[src/exec_ctrl_pkg.sv]
package exec_ctrl_pkg;

    //////////////////////////////////////////////////////////////////////
    // Execute control word from decode
    //////////////////////////////////////////////////////////////////////

    typedef logic [5:0] e_control_t;

    localparam int alu_op_msb  = 5;
    localparam int alu_op_lsb  = 4;
    localparam int off_sel_msb = 3;
    localparam int off_sel_lsb = 2;
    localparam int base_sel    = 1;   // 1 = npc_in, 0 = operand 1
    localparam int use_imm     = 0;   // 1 = imm5 replaces operand 2

    typedef enum logic [1:0] {
        alu_add = 2'd0,
        alu_and = 2'd1,
        alu_not = 2'd2
    } alu_op_t;

    // Sign-extended IR offset used by the address adder
    typedef enum logic [1:0] {
        off5  = 2'd0,   // IR[4:0]
        off6  = 2'd1,   // IR[5:0]
        off9  = 2'd2,   // IR[8:0]
        off11 = 2'd3    // IR[10:0]
    } offset_sel_t;

    //////////////////////////////////////////////////////////////////////
    // Writeback control, passed through to later stages
    //////////////////////////////////////////////////////////////////////

    typedef enum logic [1:0] {
        wb_alu = 2'd0,
        wb_mem = 2'd1,
        wb_pc  = 2'd2
    } w_control_t;

endpackage

[src/lc3_isa_pkg.sv]
package lc3_isa_pkg;

    //////////////////////////////////////////////////////////////////////
    // Data and instruction words
    //////////////////////////////////////////////////////////////////////

    localparam int word_w = 16;

    typedef logic [word_w-1:0] word_t;
    typedef logic [2:0]        reg_idx_t;  // Register number or NZP bits

    typedef enum logic [3:0] {
        op_br  = 4'b0000,
        op_add = 4'b0001,
        op_ld  = 4'b0010,
        op_st  = 4'b0011,
        op_and = 4'b0101,
        op_ldr = 4'b0110,
        op_str = 4'b0111,
        op_not = 4'b1001,
        op_ldi = 4'b1010,
        op_sti = 4'b1011,
        op_jmp = 4'b1100,
        op_lea = 4'b1110
    } opcode_t;

    //////////////////////////////////////////////////////////////////////
    // Instruction fields
    //////////////////////////////////////////////////////////////////////

    localparam int op_msb       = 15;
    localparam int op_lsb       = 12;
    localparam int dr_msb       = 11;
    localparam int dr_lsb       = 9;
    localparam int sr1_msb      = 8;
    localparam int sr1_lsb      = 6;
    localparam int sr2_msb      = 2;
    localparam int sr2_lsb      = 0;
    localparam int imm_flag_bit = 5;   // Register or immediate form of ADD/AND

    // Offset widths, all fields start at bit 0
    localparam int imm5_w  = 5;
    localparam int off6_w  = 6;
    localparam int off9_w  = 9;
    localparam int off11_w = 11;

    // Sign-extends the low width bits of raw to a full word
    function automatic word_t sign_ext(input word_t raw, input int unsigned width);
        word_t mask;
        mask = '1 << width;
        return raw[width-1] ? (raw | mask) : (raw & ~mask);
    endfunction

endpackage

[src/addr_calc.sv]
`timescale 1ns/10ps

module addr_calc
    import lc3_isa_pkg::*;
    import exec_ctrl_pkg::*;
(
    input  logic       vif,
    input  logic       rst,
    input  logic       enable_execute,
    input  e_control_t e_control,
    input  word_t      IR,
    input  word_t      op_a,
    input  word_t      npc_in,
    output word_t      pcout
);

    offset_sel_t off_sel;
    word_t       offset;
    word_t       base;

    always_comb begin
        off_sel = offset_sel_t'(e_control[off_sel_msb:off_sel_lsb]);
        case (off_sel)
            off5:    offset = sign_ext(IR, imm5_w);
            off6:    offset = sign_ext(IR, off6_w);
            off9:    offset = sign_ext(IR, off9_w);   // BR, LD, LDI, LEA, ST, STI
            default: offset = sign_ext(IR, off11_w);
        endcase
    end

    // PC-relative or base-relative
    assign base = e_control[base_sel] ? npc_in : op_a;

    always_ff @(posedge vif) begin
        if (rst) begin
            pcout <= '0;
        end else if (enable_execute) begin
            pcout <= base + offset;
        end
    end

    //////////////////////////////////////////////////////////////////////
    // Checks
    //////////////////////////////////////////////////////////////////////

    a_pcout_reset : assert property (
        @(posedge vif) rst |=> (pcout == '0)
    ) else $error("addr_calc: pcout not cleared after reset");

endmodule

[src/exec_alu.sv]
`timescale 1ns/10ps

module exec_alu
    import lc3_isa_pkg::*;
    import exec_ctrl_pkg::*;
(
    input  logic       vif,
    input  logic       rst,
    input  logic       enable_execute,
    input  e_control_t e_control,
    input  word_t      IR,
    input  word_t      op_a,
    input  word_t      op_b,
    output word_t      aluout
);

    alu_op_t alu_op;
    word_t   src_b;
    word_t   result;

    //////////////////////////////////////////////////////////////////////
    // Operand B and ALU function
    //////////////////////////////////////////////////////////////////////

    always_comb begin
        alu_op = alu_op_t'(e_control[alu_op_msb:alu_op_lsb]);
        src_b  = e_control[use_imm] ? sign_ext(IR, imm5_w) : op_b;
    end

    always_comb begin
        case (alu_op)
            alu_add: result = op_a + src_b;
            alu_and: result = op_a & src_b;
            alu_not: result = ~op_a;
            default: result = '0;           // Unused code
        endcase
    end

    //////////////////////////////////////////////////////////////////////
    // Result register, also the ALU forwarding source
    //////////////////////////////////////////////////////////////////////

    always_ff @(posedge vif) begin
        if (rst) begin
            aluout <= '0;
        end else if (enable_execute) begin
            aluout <= result;
        end
    end

    // Decode must never hand over the fourth ALU code
    a_alu_op_legal : assert property (
        @(posedge vif) disable iff (rst)
        enable_execute |-> (e_control[alu_op_msb:alu_op_lsb] != 2'd3)
    ) else $error("exec_alu: unused alu_op code with enable_execute high");

endmodule

[src/exec_latch.sv]
`timescale 1ns/10ps

module exec_latch
    import lc3_isa_pkg::*;
    import exec_ctrl_pkg::*;
(
    input  logic       vif,
    input  logic       rst,
    input  logic       enable_execute,
    input  word_t      IR,
    input  word_t      op_a,
    input  w_control_t W_Control_in,
    input  logic       Mem_Control_in,
    output w_control_t W_Control_out,
    output logic       Mem_Control_out,
    output word_t      M_Data,
    output reg_idx_t   dr,
    output reg_idx_t   NZP,
    output word_t      IR_Exec
);

    opcode_t opcode;
    logic    is_store;
    logic    is_load;
    logic    is_br;

    always_comb begin
        opcode   = opcode_t'(IR[op_msb:op_lsb]);
        is_store = opcode inside {op_st, op_str, op_sti};
        is_load  = opcode inside {op_ld, op_ldr, op_ldi};
        is_br    = (opcode == op_br);
    end

    //////////////////////////////////////////////////////////////////////
    // Stage register
    //////////////////////////////////////////////////////////////////////

    always_ff @(posedge vif) begin
        if (rst) begin
            W_Control_out   <= wb_alu;
            Mem_Control_out <= 1'b0;
            M_Data          <= '0;
            dr              <= '0;
            NZP             <= '0;
            IR_Exec         <= '0;
        end else if (enable_execute) begin
            W_Control_out   <= W_Control_in;
            Mem_Control_out <= Mem_Control_in;
            M_Data          <= is_store ? op_a : '0;          // Store data from SR
            dr              <= IR[dr_msb:dr_lsb];
            NZP             <= is_br ? IR[dr_msb:dr_lsb] : '0; // n, z, p flags of BR
            IR_Exec         <= IR;
        end
    end

    // Depends on decode: the memory control bit is set for LDI and STI only
    a_mem_ctrl_idle : assert property (
        @(posedge vif) disable iff (rst)
        (enable_execute && !is_load && !is_store) |=> !Mem_Control_out
    ) else $error("exec_latch: Mem_Control_out set for a non-memory instruction");

endmodule

[src/execute.sv]
`timescale 1ns/10ps

module execute
    import lc3_isa_pkg::*;
    import exec_ctrl_pkg::*;
(
    input  logic       vif,
    input  logic       rst,
    input  logic       enable_execute,
    input  e_control_t E_Control_in,
    input  w_control_t W_Control_in,
    input  logic       Mem_Control_in,
    input  logic       bypass_alu_1,
    input  logic       bypass_alu_2,
    input  logic       bypass_mem_1,
    input  logic       bypass_mem_2,
    input  word_t      IR,
    input  word_t      npc_in,
    input  word_t      VSR1,
    input  word_t      VSR2,
    input  word_t      Mem_Bypass_val,
    output word_t      aluout,
    output word_t      pcout,
    output w_control_t W_Control_out,
    output logic       Mem_Control_out,
    output word_t      M_Data,
    output reg_idx_t   dr,
    output reg_idx_t   sr1,
    output reg_idx_t   sr2,
    output reg_idx_t   NZP,
    output word_t      IR_Exec
);

    word_t op_a;
    word_t op_b;

    // Register file read addresses, same cycle as IR
    assign sr1 = IR[sr1_msb:sr1_lsb];
    assign sr2 = IR[sr2_msb:sr2_lsb];

    //////////////////////////////////////////////////////////////////////
    // Operand selection
    //////////////////////////////////////////////////////////////////////

    operand_bypass u_bypass (
        .VSR1           (VSR1),
        .VSR2           (VSR2),
        .Mem_Bypass_val (Mem_Bypass_val),
        .alu_fwd        (aluout),          // Feedback of the stage's own result
        .bypass_alu_1   (bypass_alu_1),
        .bypass_alu_2   (bypass_alu_2),
        .bypass_mem_1   (bypass_mem_1),
        .bypass_mem_2   (bypass_mem_2),
        .op_a           (op_a),
        .op_b           (op_b)
    );

    //////////////////////////////////////////////////////////////////////
    // Datapath and stage register
    //////////////////////////////////////////////////////////////////////

    exec_alu u_alu (
        .vif            (vif),
        .rst            (rst),
        .enable_execute (enable_execute),
        .e_control      (E_Control_in),
        .IR             (IR),
        .op_a           (op_a),
        .op_b           (op_b),
        .aluout         (aluout)
    );

    addr_calc u_addr (
        .vif            (vif),
        .rst            (rst),
        .enable_execute (enable_execute),
        .e_control      (E_Control_in),
        .IR             (IR),
        .op_a           (op_a),
        .npc_in         (npc_in),
        .pcout          (pcout)
    );

    exec_latch u_latch (
        .vif             (vif),
        .rst             (rst),
        .enable_execute  (enable_execute),
        .IR              (IR),
        .op_a            (op_a),
        .W_Control_in    (W_Control_in),
        .Mem_Control_in  (Mem_Control_in),
        .W_Control_out   (W_Control_out),
        .Mem_Control_out (Mem_Control_out),
        .M_Data          (M_Data),
        .dr              (dr),
        .NZP             (NZP),
        .IR_Exec         (IR_Exec)
    );

endmodule

[src/operand_bypass.sv]
`timescale 1ns/10ps

module operand_bypass
    import lc3_isa_pkg::*;
(
    input  word_t VSR1,
    input  word_t VSR2,
    input  word_t Mem_Bypass_val,
    input  word_t alu_fwd,          // Last enabled ALU result
    input  logic  bypass_alu_1,
    input  logic  bypass_alu_2,
    input  logic  bypass_mem_1,
    input  logic  bypass_mem_2,
    output word_t op_a,
    output word_t op_b
);

    // ALU result is newer than the memory value, so it takes priority
    function automatic word_t pick(
        input word_t reg_val,
        input word_t mem_val,
        input word_t alu_val,
        input logic  use_alu,
        input logic  use_mem
    );
        word_t sel;
        if (use_alu) begin
            sel = alu_val;
        end else if (use_mem) begin
            sel = mem_val;
        end else begin
            sel = reg_val;
        end
        return sel;
    endfunction

    always_comb begin
        op_a = pick(VSR1, Mem_Bypass_val, alu_fwd, bypass_alu_1, bypass_mem_1);
        op_b = pick(VSR2, Mem_Bypass_val, alu_fwd, bypass_alu_2, bypass_mem_2);
    end

endmodule

[config.mk]
export PLATFORM = sky130hd
export DESIGN_NAME = execute
export DESIGN_NICKNAME = d
export VERILOG_FILES = /design/src/exec_ctrl_pkg.sv /design/src/lc3_isa_pkg.sv /design/src/addr_calc.sv /design/src/exec_alu.sv /design/src/exec_latch.sv /design/src/execute.sv /design/src/operand_bypass.sv
export SDC_FILE = /design/constraint.sdc
export NUM_CORES = 1
export LEC_CHECK = 0
export BUFFER_PORTS_ARGS = -buffer_cell sky130_fd_sc_hd__buf_4
export CORE_MARGIN = 8
export CORE_UTILIZATION = 40
export CTS_CLUSTER_DIAMETER = 40
export CTS_CLUSTER_SIZE = 16
export DETAILED_ROUTE_END_ITERATION = 12
export PLACE_DENSITY = 0.66
export SYNTH_ARGS = -nofsm -noshare
export SYNTH_HDL_FRONTEND = slang
export SYNTH_SLANG_ARGS = --single-unit
[constraint.sdc]
create_clock -name vif -period 7.8 [get_ports vif]
set_input_delay 0.39 -clock vif [delete_from_list [all_inputs] [get_ports vif]]
set_output_delay 0.39 -clock vif [all_outputs]
set_load 0.005 [all_outputs]
Word level (Yosys, flattened, before mapping)
Cells that the tools add are included.
{ "classes": {"n_bitwise": 2, "add_sub_neg": 2, "n_eq_ne": 7, "n_reduce_logical": 4, "mux": 14} }
{ "op_table": {"columns": ["op", "n"], "rows": [
  ["16-bit two-way mux", 11],
  ["16-bit one-hot mux with 3 select lines", 2],
  ["16-bit adder", 2],
  ["16-bit AND", 1],
  ["16-bit inverter", 1],
  ["2-bit by 1-bit equality test with 1-bit output, second input constant", 2],
  ["2-bit equality test, second input constant", 2],
  ["4-bit by 2-bit equality test with 1-bit output, second input constant", 1],
  ["4-bit by 3-bit equality test with 1-bit output, second input constant", 1],
  ["4-bit equality test, second input constant", 1],
  ["2-bit logical NOT", 2],
  ["4-bit logical NOT", 1],
  ["3-bit two-way mux", 1],
  ["3-bit nonzero test", 1]
]} }
{ "word_totals": {"elab_cells": 37, "regBits": 73, "output_inout_bits": 79, "input_bits": 96} }

Logic depth before layout (Yosys ltp)
{ "logic_depth": {"ltp_word": 5, "depth_mapped": 14, "ltp_nobuf": 12} }

Cells and area by module
Synthesis repeated with hierarchy kept, for this count alone.
{ "unflattened": {"cells_unflattened": 685, "area_unflattened_um2": 5556.6} }
{ "by_module_without_submodules": {"columns": ["mod", "instances", "cells_each", "area_each_um2", "seq_area_each_um2"], "rows": [
  ["exec_alu", 1, 250, 1778.0, 320.3],
  ["addr_calc", 1, 189, 1580.3, 320.3],
  ["exec_latch", 1, 134, 1462.7, 760.7],
  ["operand_bypass", 1, 106, 690.7, 0.0],
  ["execute", 1, 6, 45.0, 0.0]
]} }

Worst setup path before layout
No wires, ideal clock.
{ "synth_timing": {"path_type": "input -> register", "startpoint": "input port bypass_mem_1", "endpoint": "register u_addr.pcout[13]", "arrival_ns": 2.944, "n_path_buf": 2, "slack_ns": 4.734, "required_ns": 7.678, "setup_time_ns": 0.122, "stages": 12, "cell_sequence": "buf_4 -> buf_6 -> mux2i_1 -> o21ai_0 -> mux2_2 -> ha_1 -> nand3_1 -> a21oi_1 -> o21bai_2 -> a221oi_2 -> mux2_1 -> a311o_1"} }
{ "synth_via": {"elab_chain_cells": 4} }
{ "synth_rtl": {"columns": ["element", "line", "text"], "rows": [
  ["start: declaration", "execute.sv:15", "input logic bypass_mem_1,"],
  ["16-bit two-way mux", "operand_bypass.sv:29", "end else if (use_mem) begin"],
  ["16-bit two-way mux", "operand_bypass.sv:27", "if (use_alu) begin"],
  ["16-bit two-way mux", "addr_calc.sv:32", "assign base = e_control[base_sel] ? npc_in : op_a;"],
  ["16-bit adder", "addr_calc.sv:38", "pcout <= base + offset;"],
  ["end signal: assignment", "addr_calc.sv:38", null],
  ["end: declaration", "addr_calc.sv:14", "output word_t pcout"]
]} }
Every way passes these cells.
A chain may end at the register's enable or synchronous reset.

Worst setup path in the final report
Ends and elaborated chain as after synthesis.

==> metrics.md <==
| Metric | Value |
|---|---|
| Final worst slack | `4.739 ns` |
| Share of layout cells above drive strength 1 | `between 20% and 30%` |
| Yosys warning total | `0` |
| Ys async rst share | `0%` |
| Post-Route WL | `19930 um` |
| Postcts setup bufs | `0` |
| Worst skew pair latency | `around 0.34 ns` |
| CTS buffer count | `9` |
| Unrepaired setup endpoints after global routing | `false` |
| Required time of the critical path | `8.02 ns` |
| CP Max Fanout | `16` |
| Max clock buf depth | `2` |
| Core Rows | `42` |
| Core box area | `13030 um^2` |
| Yosys reg bits | `70` |
| DRC | `0` |
| Seq/Total Area, Yosys | `26.60%` |
| WHS Endpoint | `u_latch.W_Control_out[1]` |
| Cts repair resizes | `0` |
| GP Congestion | `0.9044` |
| Initial DRC count | `around 430` |
| Vias in the first global route | `5613` |
| Post-Synthesis Cell Area | `5269 um^2` |
| Status | `complete, no violations` |
| Slew HR | `31.73%` |
| Detail Placement HPWL | `15550 um` |
| Routed vias/inst | `between 5 and 6` |
| Max cap viols | `0` |
| Aggregate global-route resource usage | `23.23%` |
| Period utilization | `39.24%` |
| Worst slack, placed | `4.383 ns` |
| Detail Route Antenna Nets | `0` |
| Vias | `5545` |
| Top Usage Layer GRT | `met2` |
| Worst min path class | `input pin to flop` |
| Clock transition at path regs | `about 0.060 ns` |
| CTS root buffer | `clkbuf_16` |
| Hold buffer count at cts | `0` |
| HP Start | `W_Control_in[1]` |
| Worst-Margin Slew | `1.022 ns` |
| GRT Residual Overflow | `0` |
| Final Max Tran Viols | `0` |
| Netlist cell types | `62` |
| Wire length per cell | `20.21 um` |
| Critical R2R Capture | `u_addr.pcout[13]` |
| Synthesized instance count | `667` |
| Number of synthesized flops with an enable pin | `0` |
| Die Wd | `130.8 um` |
| Peak Freq | `0.3267 GHz` |
| Global-route wire length before repair | `slightly above 30000 um` |
| Global Route met1 Usage | `approximately 28%` |
| Clk sinks | `70` |
| Layout area overhead | `30.68%` |
| Synth Flop Type | `dfxtp_1` |
| CTS tree | `yes` |
| Die height | `about 130 um` |
| Met3 usage | `under 10%` |
| IO Count | `175` |
| Worst Path Class, Setup | `input pin to flop` |
| Syn Area/Cell | `7.899 um^2` |
| Final setup fails | `0` |
| WP data arrival | `3.28 ns` |
| Startpoint types | `input pin` |
| CTS HTree Levels | `3` |
| Mapped Nets | `796` |
| First-pass iteration count of the detailed router | `6` |
| PwrDens | `182.5 nW/um^2` |
| Final Skew | `0.006578 ns` |
| M2 GR Usage | `40.95%` |
| Maximum vdd drop | `100.4 uV` |
| Initial Util | `just over 40%` |
| FF-to-FF setup slack | `4.87 ns` |
| Worst Setup End Kind | `flop` |
| Full die area | `about 17000 um^2` |
| Antenna fix cells | `0` |
| Nets | `934` |
| Largest net degree at the start of global routing | `70` |
| R2r worst-path depth | `10` |
| Final core utilization | `52.83%` |
| Fin Setup TNS | `0 ns` |
| Final hold vios | `0` |
| Port bufs | `roughly 170` |
| Minimum clock period | `3.061 ns` |
| Reg-to-reg critical path startpoint | `u_alu.aluout[1]` |
| Initial antenna violation count | `0` |
| Hold Path Stages | `3` |
| Cell leakage power | `3.187 nW` |
-- cells by family after synthesis --
group	share of synthesized area, %
mux	14.32
fa+ha+maj	8.122
flops	26.60
xor+xnor	2.660
buf+inv	6.103
compound gates	26.81
simple gates	15.39
-- area by class of cell --
cell class | instances | area (um^2)
inverters | 20 | 75.07
clock buffers | 9 | 225.2
flip-flops and latches | 70 | 1401
well taps | 176 | 220.2
repair buffers | 178 | 1336
clock inverters | 7 | 81.33
fillers | 1287 | 6147
multi-input cells | 526 | 3546
-- routing by layer --
| metal | part of all wire, % | up-vias |
|---|---|---|
| li1 | - | 2701 |
| met1 | 42 | 2587 |
| met2 | 49 | 240 |
| met3 | 8.6 | 17 |
| met4 | 0.79 | 0 |
| met5 | 0 | - |
-- cells in the final DEF (no fill, tap or decap), types with 9 or more instances in the layout --
cell       synthesis  layout
a21o_1             9       9
nor3_1             9       9
buf_4             10     178
o21a_1             9       9
nor2_1            77      77
nand3_1           14      14
mux2i_1           63      63
ha_1              31      31
dfxtp_1           70      70
o21ai_0           60      60
inv_1             19      19
clkbuf_16          0       9
nand2_1           58      58
a22oi_1           17      17
xnor2_1           11      11
a21oi_1           54      54
mux2_2            10      10
-- metrics by stage --
stage                     cells  hold WS, ns  total power [mW]  area [um^2]
after global routing        986       0.3060             1.324         6885
final                       986       0.2899             1.256         6885
after CTS                   986       0.2813             1.264         6885
after detailed placement    970       0.4593            0.8327         6579
after floorplan             667       0.4575            0.6700         5269
after global placement      970       0.4546            0.8264         6579
-- where the power goes --
part | leakage [nW] | internal (mW) | switching (mW)
Sequential | 0.575 | 0.384 | 0.0195
Combinational | 2.47 | 0.191 | 0.233
Clock | 0.147 | 0.252 | 0.177
-- sequential cells by signal, indices dropped and copies added (netlist names) --
name and count:
u_latch.IR_Exec 16, u_latch.W_Control_out 2, u_alu.aluout 16, u_latch.NZP 3, u_latch.M_Data 16, u_addr.pcout 16, u_latch.Mem_Control_out 1
-- Yosys cell counts (all sizes together), types with 6 or more instances --
master / n / area share [%]
o21a: 9 / 1.3
o21bai: 7 / 1.1
nand2: 58 / 4.1
a21o: 9 / 1.3
nor3: 9 / 0.85
ha: 31 / 7.4
mux2i: 63 / 12
xnor2: 11 / 1.8
o21ai: 67 / 6.5
nor2: 77 / 5.5
buf: 22 / 2.6
o221ai: 6 / 1.0
inv: 19 / 1.4
dfxtp: 70 / 27
a22oi: 17 / 2.4
mux2: 11 / 2.4
a31oi: 6 / 0.83
a211oi: 8 / 1.5
nand3: 14 / 1.3
clkbuf: 29 / 2.1
a21oi: 59 / 6.0
-- how the worst max path moves through the flow --
stage,end,slack (ns),cells past startpoint,start
final,u_addr.pcout[13],4.74,11,bypass_mem_1
after floorplan,u_addr.pcout[13],4.73,12,bypass_mem_1
after global routing,u_addr.pcout[13],4.49,11,bypass_mem_1
after global placement,u_addr.pcout[13],4.50,11,bypass_mem_1
after CTS,u_addr.pcout[13],4.72,11,bypass_mem_1
after detailed placement,u_addr.pcout[13],4.38,11,bypass_mem_1
-- critical path, stage by stage --
cell      delay (ns)
buf_4           0.26
mux2i_1         0.22
o21ai_0         0.27
mux2_2          0.40
ha_1            0.28
nand3_1         0.16
a21oi_1         0.26
o21bai_2        0.11
a221oi_2        0.27
mux2_1          0.35
a311o_1         0.31
No activity file was read; power rests on OpenSTA's default activity.
